<file path="src/common/mips_ex_pkg.sv">
`default_nettype none

package mips_ex_pkg;

	localparam int DATA_W = 32; // Datapath width
	localparam int ADDR_W = 5; // AXI4-Lite address width
	localparam int OP_W = 4; // Opcode field width
	localparam int ST_W = 5; // Status register width
	localparam int STRB_W = DATA_W / 8; // Byte lanes

	// ALU opcodes, holes at 5, 11 and 14 are illegal
	typedef enum logic [OP_W-1:0] {
		OP_AND  = 4'd0,
		OP_OR   = 4'd1,
		OP_ADD  = 4'd2, // Signed, traps overflow
		OP_ADDU = 4'd3,
		OP_MOVN = 4'd4, // Move if opb nonzero
		OP_SUB  = 4'd6, // Also BEQ/BNE test
		OP_SUBU = 4'd7,
		OP_BGEZ = 4'd8,
		OP_SLT  = 4'd9,
		OP_SLTU = 4'd10,
		OP_NOR  = 4'd12,
		OP_XOR  = 4'd13,
		OP_LUI  = 4'd15 // opb into upper half
	} alu_op_e;

	// Register map
	localparam logic [ADDR_W-1:0] REG_OPA    = 5'h00;
	localparam logic [ADDR_W-1:0] REG_OPB    = 5'h04;
	localparam logic [ADDR_W-1:0] REG_CTRL   = 5'h08; // op in 3:0, equal in 4
	localparam logic [ADDR_W-1:0] REG_RESULT = 5'h0C; // Read only
	localparam logic [ADDR_W-1:0] REG_STATUS = 5'h10; // Read only

	// Status bit positions
	localparam int ST_OVERFLOW = 0;
	localparam int ST_BRANCH   = 1;
	localparam int ST_MOVN     = 2;
	localparam int ST_ILLEGAL  = 3;
	localparam int ST_DONE     = 4;

	localparam logic [DATA_W-1:0] ILLEGAL_RESULT = 32'hdeadbeef; // Marker for bad opcode

	// AXI response codes
	localparam logic [1:0] RESP_OKAY   = 2'b00;
	localparam logic [1:0] RESP_SLVERR = 2'b10;

endpackage

`default_nettype wire
</file>
<file path="src/design/mips_ex_top.sv">
`timescale 1ns/1ps
`default_nettype none

module mips_ex_top (
	input  logic clk,
	input  logic rst,
	input  logic [mips_ex_pkg::ADDR_W-1:0] s_axi_awaddr,
	input  logic s_axi_awvalid,
	output logic s_axi_awready,
	input  logic [mips_ex_pkg::DATA_W-1:0] s_axi_wdata,
	input  logic [mips_ex_pkg::STRB_W-1:0] s_axi_wstrb,
	input  logic s_axi_wvalid,
	output logic s_axi_wready,
	output logic [1:0] s_axi_bresp,
	output logic s_axi_bvalid,
	input  logic s_axi_bready,
	input  logic [mips_ex_pkg::ADDR_W-1:0] s_axi_araddr,
	input  logic s_axi_arvalid,
	output logic s_axi_arready,
	output logic [mips_ex_pkg::DATA_W-1:0] s_axi_rdata,
	output logic [1:0] s_axi_rresp,
	output logic s_axi_rvalid,
	input  logic s_axi_rready
);
	import mips_ex_pkg::*;

	logic [DATA_W-1:0] opa; // Registered operands
	logic [DATA_W-1:0] opb;
	alu_op_e op;
	logic equal; // BEQ/BNE select
	logic start; // Launch pulse
	logic [DATA_W-1:0] arith_result;
	logic overflow;
	logic branch;
	logic movn_en;
	logic less;
	logic [DATA_W-1:0] result; // Back to the register block
	logic [ST_W-1:0] status;
	logic done;

	axi_lite_regs u_regs (
		.clk(clk),
		.rst(rst),
		.s_axi_awaddr(s_axi_awaddr),
		.s_axi_awvalid(s_axi_awvalid),
		.s_axi_awready(s_axi_awready),
		.s_axi_wdata(s_axi_wdata),
		.s_axi_wstrb(s_axi_wstrb),
		.s_axi_wvalid(s_axi_wvalid),
		.s_axi_wready(s_axi_wready),
		.s_axi_bresp(s_axi_bresp),
		.s_axi_bvalid(s_axi_bvalid),
		.s_axi_bready(s_axi_bready),
		.s_axi_araddr(s_axi_araddr),
		.s_axi_arvalid(s_axi_arvalid),
		.s_axi_arready(s_axi_arready),
		.s_axi_rdata(s_axi_rdata),
		.s_axi_rresp(s_axi_rresp),
		.s_axi_rvalid(s_axi_rvalid),
		.s_axi_rready(s_axi_rready),
		.result(result),
		.status(status),
		.done(done),
		.opa(opa),
		.opb(opb),
		.op(op),
		.equal(equal),
		.start(start)
	);

	// Arithmetic side
	alu_datapath u_dp (
		.opa(opa),
		.opb(opb),
		.op(op),
		.arith_result(arith_result),
		.overflow(overflow)
	);

	// Compare side, runs in parallel
	cond_unit u_cond (
		.opa(opa),
		.opb(opb),
		.op(op),
		.equal(equal),
		.branch(branch),
		.movn_en(movn_en),
		.less(less)
	);

	ex_result_merge u_merge (
		.clk(clk),
		.rst(rst),
		.start(start),
		.op(op),
		.arith_result(arith_result),
		.overflow(overflow),
		.branch(branch),
		.movn_en(movn_en),
		.less(less),
		.result(result),
		.status(status),
		.done(done)
	);

endmodule

`default_nettype wire

</file>
<file path="src/design/ex_result_merge.sv">
`timescale 1ns/1ps
`default_nettype none

module ex_result_merge (
	input  logic clk,
	input  logic rst,
	input  logic start,
	input  mips_ex_pkg::alu_op_e op,
	input  logic [mips_ex_pkg::DATA_W-1:0] arith_result,
	input  logic overflow,
	input  logic branch,
	input  logic movn_en,
	input  logic less,
	output logic [mips_ex_pkg::DATA_W-1:0] result,
	output logic [mips_ex_pkg::ST_W-1:0] status,
	output logic done
);
	import mips_ex_pkg::*;

	logic [DATA_W-1:0] res_next; // Selected result
	logic illegal; // Opcode in a hole

	always_comb begin
		res_next = arith_result;
		illegal = 1'b0;
		case (op)
			OP_SLT, OP_SLTU: res_next = {{(DATA_W-1){1'b0}}, less}; // Zero extended
			OP_BGEZ: res_next = {{(DATA_W-1){1'b0}}, branch};
			OP_MOVN: res_next = movn_en ? arith_result : '0;
			OP_ADD, OP_SUB: res_next = overflow ? '0 : arith_result; // Trap clears result
			OP_AND, OP_OR, OP_ADDU, OP_SUBU, OP_NOR, OP_XOR, OP_LUI: res_next = arith_result;
			default: begin
				res_next = ILLEGAL_RESULT;
				illegal = 1'b1;
			end
		endcase
	end

	// Result and flags load one cycle after the CTRL accept
	always_ff @(posedge clk) begin
		if (rst) begin
			result <= '0;
			status <= '0;
		end else if (start) begin
			result <= res_next;
			status[ST_OVERFLOW] <= overflow;
			status[ST_BRANCH] <= branch;
			status[ST_MOVN] <= movn_en;
			status[ST_ILLEGAL] <= illegal;
			status[ST_DONE] <= 1'b1;
		end
	end

	assign done = status[ST_DONE];

	a_movn_only: assert property (@(posedge clk) disable iff (rst)
		movn_en |-> op == OP_MOVN);

endmodule

`default_nettype wire

</file>
<file path="src/axi_regs/axi_lite_regs.sv">
`timescale 1ns/1ps
`default_nettype none

module axi_lite_regs (
	input  logic clk,
	input  logic rst,
	input  logic [mips_ex_pkg::ADDR_W-1:0] s_axi_awaddr,
	input  logic s_axi_awvalid,
	output logic s_axi_awready,
	input  logic [mips_ex_pkg::DATA_W-1:0] s_axi_wdata,
	input  logic [mips_ex_pkg::STRB_W-1:0] s_axi_wstrb,
	input  logic s_axi_wvalid,
	output logic s_axi_wready,
	output logic [1:0] s_axi_bresp,
	output logic s_axi_bvalid,
	input  logic s_axi_bready,
	input  logic [mips_ex_pkg::ADDR_W-1:0] s_axi_araddr,
	input  logic s_axi_arvalid,
	output logic s_axi_arready,
	output logic [mips_ex_pkg::DATA_W-1:0] s_axi_rdata,
	output logic [1:0] s_axi_rresp,
	output logic s_axi_rvalid,
	input  logic s_axi_rready,
	input  logic [mips_ex_pkg::DATA_W-1:0] result,
	input  logic [mips_ex_pkg::ST_W-1:0] status,
	input  logic done,
	output logic [mips_ex_pkg::DATA_W-1:0] opa,
	output logic [mips_ex_pkg::DATA_W-1:0] opb,
	output mips_ex_pkg::alu_op_e op,
	output logic equal,
	output logic start
);
	import mips_ex_pkg::*;

	logic wr_go; // Take a write this edge
	logic rd_go; // Take a read this edge
	logic [ST_W-1:0] status_rd; // Status as seen by the host

	// Idle means no ready pulse in flight and no response waiting
	assign wr_go = s_axi_awvalid && s_axi_wvalid && !s_axi_awready && !s_axi_bvalid;
	assign rd_go = s_axi_arvalid && !s_axi_arready && !s_axi_rvalid;

	always_comb begin
		status_rd = status;
		status_rd[ST_DONE] = done && !start; // Reads 0 while an op is launching
	end

	// Write control and register file
	always_ff @(posedge clk) begin
		if (rst) begin
			s_axi_awready <= 1'b0;
			s_axi_wready <= 1'b0;
			s_axi_bvalid <= 1'b0;
			opa <= '0;
			opb <= '0;
			op <= OP_AND;
			equal <= 1'b0;
			start <= 1'b0;
		end else begin
			start <= 1'b0; // Single cycle launch
			s_axi_awready <= wr_go; // Both readies pulse together
			s_axi_wready <= wr_go;
			if (wr_go) begin
				case (s_axi_awaddr)
					REG_OPA: begin
						for (int i = 0; i < STRB_W; i++) begin
							if (s_axi_wstrb[i])
								opa[i*8 +: 8] <= s_axi_wdata[i*8 +: 8]; // Byte merge
						end
					end
					REG_OPB: begin
						for (int i = 0; i < STRB_W; i++) begin
							if (s_axi_wstrb[i])
								opb[i*8 +: 8] <= s_axi_wdata[i*8 +: 8];
						end
					end
					REG_CTRL: begin
						if (s_axi_wstrb[0]) begin
							op <= alu_op_e'(s_axi_wdata[OP_W-1:0]); // Holes kept for illegal check
							equal <= s_axi_wdata[OP_W];
						end
						start <= 1'b1; // Launch on accept cycle
					end
					default: ; // RESULT, STATUS, unmapped are ignored
				endcase
			end
			// B lands with the merge stage register update
			if (s_axi_awready)
				s_axi_bvalid <= 1'b1;
			else if (s_axi_bvalid && s_axi_bready)
				s_axi_bvalid <= 1'b0;
		end
	end

	// Write response code
	always_ff @(posedge clk) begin
		if (wr_go) begin
			case (s_axi_awaddr)
				REG_OPA, REG_OPB, REG_CTRL: s_axi_bresp <= RESP_OKAY;
				default: s_axi_bresp <= RESP_SLVERR; // Read only or unmapped
			endcase
		end
	end

	// Read handshake
	always_ff @(posedge clk) begin
		if (rst) begin
			s_axi_arready <= 1'b0;
			s_axi_rvalid <= 1'b0;
		end else begin
			s_axi_arready <= rd_go; // One cycle pulse
			if (s_axi_arready)
				s_axi_rvalid <= 1'b1;
			else if (s_axi_rvalid && s_axi_rready)
				s_axi_rvalid <= 1'b0;
		end
	end

	// Read data, sampled on the AR handshake edge
	always_ff @(posedge clk) begin
		if (s_axi_arready) begin
			s_axi_rresp <= RESP_OKAY;
			case (s_axi_araddr)
				REG_OPA: s_axi_rdata <= opa;
				REG_OPB: s_axi_rdata <= opb;
				REG_CTRL: s_axi_rdata <= {{(DATA_W-OP_W-1){1'b0}}, equal, op};
				REG_RESULT: s_axi_rdata <= result;
				REG_STATUS: s_axi_rdata <= {{(DATA_W-ST_W){1'b0}}, status_rd};
				default: begin
					s_axi_rdata <= '0; // Unmapped
					s_axi_rresp <= RESP_SLVERR;
				end
			endcase
		end
	end

	a_bvalid_hold: assert property (@(posedge clk) disable iff (rst)
		s_axi_bvalid && !s_axi_bready |=> s_axi_bvalid);
	a_rvalid_hold: assert property (@(posedge clk) disable iff (rst)
		s_axi_rvalid && !s_axi_rready |=> s_axi_rvalid && $stable(s_axi_rdata));
	a_start_pulse: assert property (@(posedge clk) disable iff (rst)
		start |=> !start);

endmodule

`default_nettype wire

</file>
<file path="src/alu/cond_unit.sv">
`timescale 1ns/1ps
`default_nettype none

module cond_unit (
	input  logic [mips_ex_pkg::DATA_W-1:0] opa,
	input  logic [mips_ex_pkg::DATA_W-1:0] opb,
	input  mips_ex_pkg::alu_op_e op,
	input  logic equal,
	output logic branch,
	output logic movn_en,
	output logic less
);
	import mips_ex_pkg::*;

	logic ops_eq; // Operand equality
	logic lt_s; // Signed less than
	logic lt_u; // Unsigned less than

	assign ops_eq = (opa == opb);
	assign lt_s = $signed(opa) < $signed(opb);
	assign lt_u = opa < opb;

	always_comb begin
		branch = 1'b0;
		movn_en = 1'b0;
		less = 1'b0;
		case (op)
			OP_SUB: branch = (ops_eq == equal); // BEQ when equal=1, BNE when 0
			OP_BGEZ: branch = !opa[DATA_W-1]; // Non-negative
			OP_MOVN: movn_en = (opb != '0); // rt nonzero enables write
			OP_SLT: less = lt_s;
			OP_SLTU: less = lt_u;
			default: ;
		endcase
	end

endmodule

`default_nettype wire

</file>
<file path="src/alu/alu_datapath.sv">
`timescale 1ns/1ps
`default_nettype none

module alu_datapath (
	input  logic [mips_ex_pkg::DATA_W-1:0] opa,
	input  logic [mips_ex_pkg::DATA_W-1:0] opb,
	input  mips_ex_pkg::alu_op_e op,
	output logic [mips_ex_pkg::DATA_W-1:0] arith_result,
	output logic overflow
);
	import mips_ex_pkg::*;

	logic [DATA_W-1:0] sum; // Shared adder
	logic [DATA_W-1:0] diff; // Shared subtractor
	logic add_ovf; // Same signs in, other sign out
	logic sub_ovf; // Signs differ, result flips from opa
	logic [DATA_W:0] exact; // Sign extended result, never wraps

	assign sum = opa + opb;
	assign diff = opa - opb;
	assign add_ovf = (opa[DATA_W-1] == opb[DATA_W-1]) && (sum[DATA_W-1] != opa[DATA_W-1]);
	assign sub_ovf = (opa[DATA_W-1] != opb[DATA_W-1]) && (diff[DATA_W-1] != opa[DATA_W-1]);
	assign exact = (op == OP_SUB) ? {opa[DATA_W-1], opa} - {opb[DATA_W-1], opb}
		: {opa[DATA_W-1], opa} + {opb[DATA_W-1], opb};

	always_comb begin
		arith_result = '0; // Compare ops are filled in by the merge stage
		overflow = 1'b0;
		case (op)
			OP_AND: arith_result = opa & opb;
			OP_OR: arith_result = opa | opb;
			OP_ADD: begin
				arith_result = sum;
				overflow = add_ovf; // Trapped, merge zeroes result
			end
			OP_ADDU: arith_result = sum; // No trap
			OP_MOVN: arith_result = opa; // Candidate, gated by movn_en later
			OP_SUB: begin
				arith_result = diff;
				overflow = sub_ovf;
			end
			OP_SUBU: arith_result = diff;
			OP_NOR: arith_result = ~(opa | opb);
			OP_XOR: arith_result = opa ^ opb;
			OP_LUI: arith_result = opb << 16; // Low half into upper
			default: ;
		endcase
	end

	// Overflow only for trapping ops whose exact result leaves 32 bits
	always_comb begin
		a_ovf_op: assert (overflow == ((op == OP_ADD || op == OP_SUB)
			&& exact[DATA_W] != exact[DATA_W-1]));
	end

endmodule

`default_nettype wire

</file>
<file path="config.mk">
export PLATFORM = sky130hd
export DESIGN_NAME = mips_ex_top
export DESIGN_NICKNAME = d
export VERILOG_FILES = /design/src/common/mips_ex_pkg.sv /design/src/design/mips_ex_top.sv /design/src/design/ex_result_merge.sv /design/src/axi_regs/axi_lite_regs.sv /design/src/alu/cond_unit.sv /design/src/alu/alu_datapath.sv
export SDC_FILE = /design/constraint.sdc
export NUM_CORES = 1
export LEC_CHECK = 0
export BUFFER_PORTS_ARGS = -buffer_cell sky130_fd_sc_hd__buf_4
export CORE_MARGIN = 10
export CORE_UTILIZATION = 55
export CTS_CLUSTER_SIZE = 24
export DETAILED_ROUTE_END_ITERATION = 8
export PLACE_DENSITY = 0.74
export SLEW_MARGIN = 20
export SYNTH_ARGS = -nofsm -noshare
export SYNTH_HDL_FRONTEND = slang
export SYNTH_SLANG_ARGS = --single-unit
</file>
<file path="constraint.sdc">
create_clock -name clk -period 3.5 [get_ports clk]
set_clock_uncertainty 0.2 [all_clocks]
set_input_delay 0.175 -clock clk [delete_from_list [all_inputs] [get_ports clk]]
set_output_delay 0.175 -clock clk [all_outputs]
set_load 0.02 [all_outputs]
</file>
==> flow_summary.rst <==
.. list-table::
   :header-rows: 1

   * - Metric
     - Value
   * - Insertion delay to the later sink of the worst-skew pair
     - 450 ps
   * - Pin count of the biggest net entering global routing
     - 50
   * - Data required time at the worst endpoint
     - 3690 ps
   * - Synth Warn #
     - 0
   * - TritonCTS clock tree
     - done
   * - Standard-cell row count
     - 53
   * - Hold Path Stages
     - 3
   * - Port Buffers
     - between 90 and 100
   * - Leakage power
     - approximately 6.5 nW
   * - Clock-pin slew on the worst setup and hold paths
     - 70 ps
   * - Max VDD drop
     - 0.257 mV
   * - Share of synthesized area occupied by flip-flops and latches
     - 27.7%
   * - Final max-slew violation count
     - 0
   * - Post-route core utilization
     - 70.8%
   * - Number of enable flip-flop cells after synthesis
     - 34
   * - Final GP Congestion
     - 1.05
   * - Grt total ovfl
     - 0
   * - IO Count
     - 94
   * - HP Class
     - in2reg
   * - 1st-pass router iterations
     - 8
   * - Initial antenna violation count
     - 2
   * - Crit Path Class
     - reg2reg
   * - Startpoint of the most critical setup path
     - u_regs.opb[16]$_SDFFE_PP0P_
   * - Non-filler instance count after layout
     - 1990
   * - Net count, final
     - 1855
   * - Min Clock Period, post-route
     - 3480 ps
   * - Clock Power Share
     - between 40% and 50%
   * - Final period utilization
     - 99.5%
   * - Arrival time of data at the critical path endpoint
     - 3670 ps
   * - Setup WS pre-CTS
     - -70.3 ps
   * - Die footprint
     - 27500 um2
   * - Area growth, synth to finish
     - 27.0%
   * - DR vias/cell
     - 6.51
   * - Hold_ws
     - between 60 and 70 ps
   * - Worst Tran Pin Value
     - 1110 ps
   * - Antenna Diode Count
     - 0
   * - DRC violation count after routing
     - 0
   * - Internal power component
     - 0.00287 W
   * - Share of synthesized flip-flops with an asynchronous set or reset
     - 0%
   * - Core area
     - 21000 um2
   * - Post-synth design cell area
     - 11700 um2
   * - Fraction of power spent switching nets
     - 26.8%
   * - Net switching power of the design
     - around 0.0011 W
   * - Global-route wire length before repair
     - between 70 and 80 mm
   * - Number of buffers created by CTS
     - 17
   * - Most area-hungry cell type in the Yosys netlist
     - sky130_fd_sc_hd__dfxtp_1
   * - Mean instance size in the synthesized netlist
     - 7.99 um2
   * - Antenna violation net count after detailed routing
     - 0
   * - Number of register bits inferred by synthesis
     - 145
   * - Ratio of total power to cell area
     - ~260 nW/um2
   * - Outcome
     - finished clean
   * - Fill cell instance count of the final layout
     - 1687
   * - Die Wd
     - 166 um
   * - Sequential share of power
     - approximately 45%
   * - Element type at the critical path end
     - register
   * - Via total after detailed routing
     - 12.9k
   * - Relative slew slack
     - 26.1%
   * - Launching element type of the critical path
     - register
   * - Number of max-capacitance violations reported
     - 0
   * - Detail Placement HPWL
     - 34.8 mm
   * - Max frequency
     - 287 MHz
   * - Logic depth of the worst register-to-register path
     - 11
   * - Maximum clock path buffer count
     - 2
   * - Clock sink count
     - 145
   * - Initial Util
     - a little under three fifths
   * - Number of cells in the design after placement
     - 1905
   * - Area contributors post-synth
     - sky130_fd_sc_hd__dfxtp_1 19%, sky130_fd_sc_hd__ha_1 10%, sky130_fd_sc_hd__edfxtp_1 8.7%
   * - Number of standard cells after synthesis
     - 1466
   * - Total negative slack for setup checks
     - 0 ps
   * - Final setup violation count
     - 0
   * - Routed length per placed instance
     - 23.7 um
   * - Total routing usage reported by global routing
     - 32.5%
   * - Clock tree root buffer cell
     - sky130_fd_sc_hd__clkbuf_16
   * - Distinct cell type count of the synthesized netlist
     - 90
   * - Routed wire length
     - ~47 mm
   * - Die boundary height
     - between 150 and 200 um
   * - Post-route setup slack
     - 18.5 ps
   * - Fraction of final layout cells with drive strength greater than 1
     - 22.7%
   * - Number of global-route vias before repair
     - 12.7k
   * - DRC marker count from the first detailed-route iteration
     - 1666
   * - Maximum fanout along the worst path
     - 12
   * - Most used DFF post-synth
     - sky130_fd_sc_hd__dfxtp_1
   * - H-tree Lvls
     - 4
   * - Min-delay src
     - s_axi_awvalid
   * - Endpoints failing hold
     - 0
   * - Synth top area share
     - 19.0%
   * - Combinational Power Share
     - 7.7%
   * - Reg-to-reg startpoint
     - u_regs.opb[16]$_SDFFE_PP0P_
cell usage in the layout, fill, tap and decap left out, drive strengths merged, types with 14 or more instances in the layout:
master / n
nor2: 186
o31ai: 15
or3: 14
a22oi: 42
nand4: 18
o21ai: 59
nor3: 44
nand2b: 15
inv: 109
edfxtp: 34
nand2: 123
o211ai: 17
dfxtp: 111
clkbuf: 17
a21o: 16
dlygate4sd3: 48
o2111ai: 14
mux2i: 75
nand3: 33
a222oi: 25
nor4: 31
a211oi: 16
xnor2: 21
a21oi: 110
ha: 98
buf: 263
stage by stage:
stage                     total power [W]  area, um2
final                             0.00393      14900
after global placement            0.00204      13600
after detailed placement          0.00204      13600
after floorplan                   0.00190      11700
after CTS                         0.00392      14700
after global routing              0.00400      14900
registers in the layout, indices dropped and copies added, names as in the netlist, 4 cells and up:
signal,cells
u_merge.result,32
u_regs.s_axi_rdata,32
u_regs.op,4
u_merge.status,5
u_regs.opa,32
u_regs.opb,32
cells in the mapped netlist, drive strengths merged (33+ instances only):
library cell	count
o21ai	59
nor3	44
edfxtp	34
nand2	123
a21oi	110
buf	34
nor2	186
a22oi	42
ha	98
inv	101
clkbuf	61
nand3	33
dfxtp	111
mux2i	75
path summary, 6_finish.rpt:
kind / endpoint / slack (ps)
worst max-delay path: u_merge.result[30]$_SDFFE_PP0P_ / 20
worst min-delay path: u_regs.s_axi_bresp[1]$_DFFE_PP_ / 60
worst max register to register: u_merge.result[30]$_SDFFE_PP0P_ / 20
worst min register to register: u_regs.s_axi_arready$_SDFF_PP0_ / 250
routing by layer:
layer	global-route usage (%)	up-vias	wire, um
li1	-	5845	-
met2	52.7	762	21600
met4	12.0	2	1530
met1	41.8	6206	19300
met3	6.70	133	4790
met5	0	-	13
worst max-delay path, stage by stage, from the launching register on:
cell and delay, ps:
sky130_fd_sc_hd__dfxtp_4 400, sky130_fd_sc_hd__inv_1 70, sky130_fd_sc_hd__ha_1 330, sky130_fd_sc_hd__buf_4 200, sky130_fd_sc_hd__or4_4 530, sky130_fd_sc_hd__nor3_2 120, sky130_fd_sc_hd__o211ai_1 180, sky130_fd_sc_hd__a311oi_2 490
sky130_fd_sc_hd__o31ai_2 130, sky130_fd_sc_hd__or4_1 400, sky130_fd_sc_hd__a31oi_1 170, sky130_fd_sc_hd__o221a_1 190
what timing repair did:
item | CTS | global route
gates resized for setup | 3 | 41
pin swaps | 1 | 10
hold endpoints to repair | 76 | 0
setup endpoints to repair | 22 | 33
hold buffers | 48 | 0
buffers inserted | 0 | 5
logic make-up (layout without fill, tap and decap cells):
| logic type | Yosys count | after routing | synth area share (%) |
|---|---|---|---|
| AOI/OAI and AO/OA | 418 | 418 | 25.6 |
| xor gates and xnor gates | 23 | 23 | 1.72 |
| adders and majority gates | 100 | 100 | 10.8 |
| buffers and inverters | 198 | 446 | 6.89 |
| DFF | 145 | 145 | 27.7 |
| muxes | 77 | 77 | 6.60 |
| other | 1 | 2 | 0.0320 |
| and+or+nand+nor | 504 | 504 | 20.7 |
power by group through the flow:
stage / logic [W] / registers (W) / clock network, W
6_report: 0.000301 / 0.00175 / 0.00187
5_1_grt: 0.000317 / 0.00176 / 0.00193
4_1_cts: 0.000290 / 0.00175 / 0.00188
3_5_place_dp: 0.000249 / 0.00179 / 0
3_3_place_gp: 0.000246 / 0.00179 / 0
2_1_floorplan: 0.0000946 / 0.00181 / 0
final cells by class:
type | instances | area [um2] | area share (%)
multi-input cells | 1124 | 7850 | 52.8
flip-flops and latches | 145 | 3250 | 21.9
repair buffers | 311 | 2470 | 16.6
clock buffers | 17 | 425 | 2.86
inverters | 103 | 387 | 2.60
well taps | 275 | 344 | 2.31
clock inverters | 15 | 150 | 1.01
Note: power is estimated with default switching activity, not from simulation.
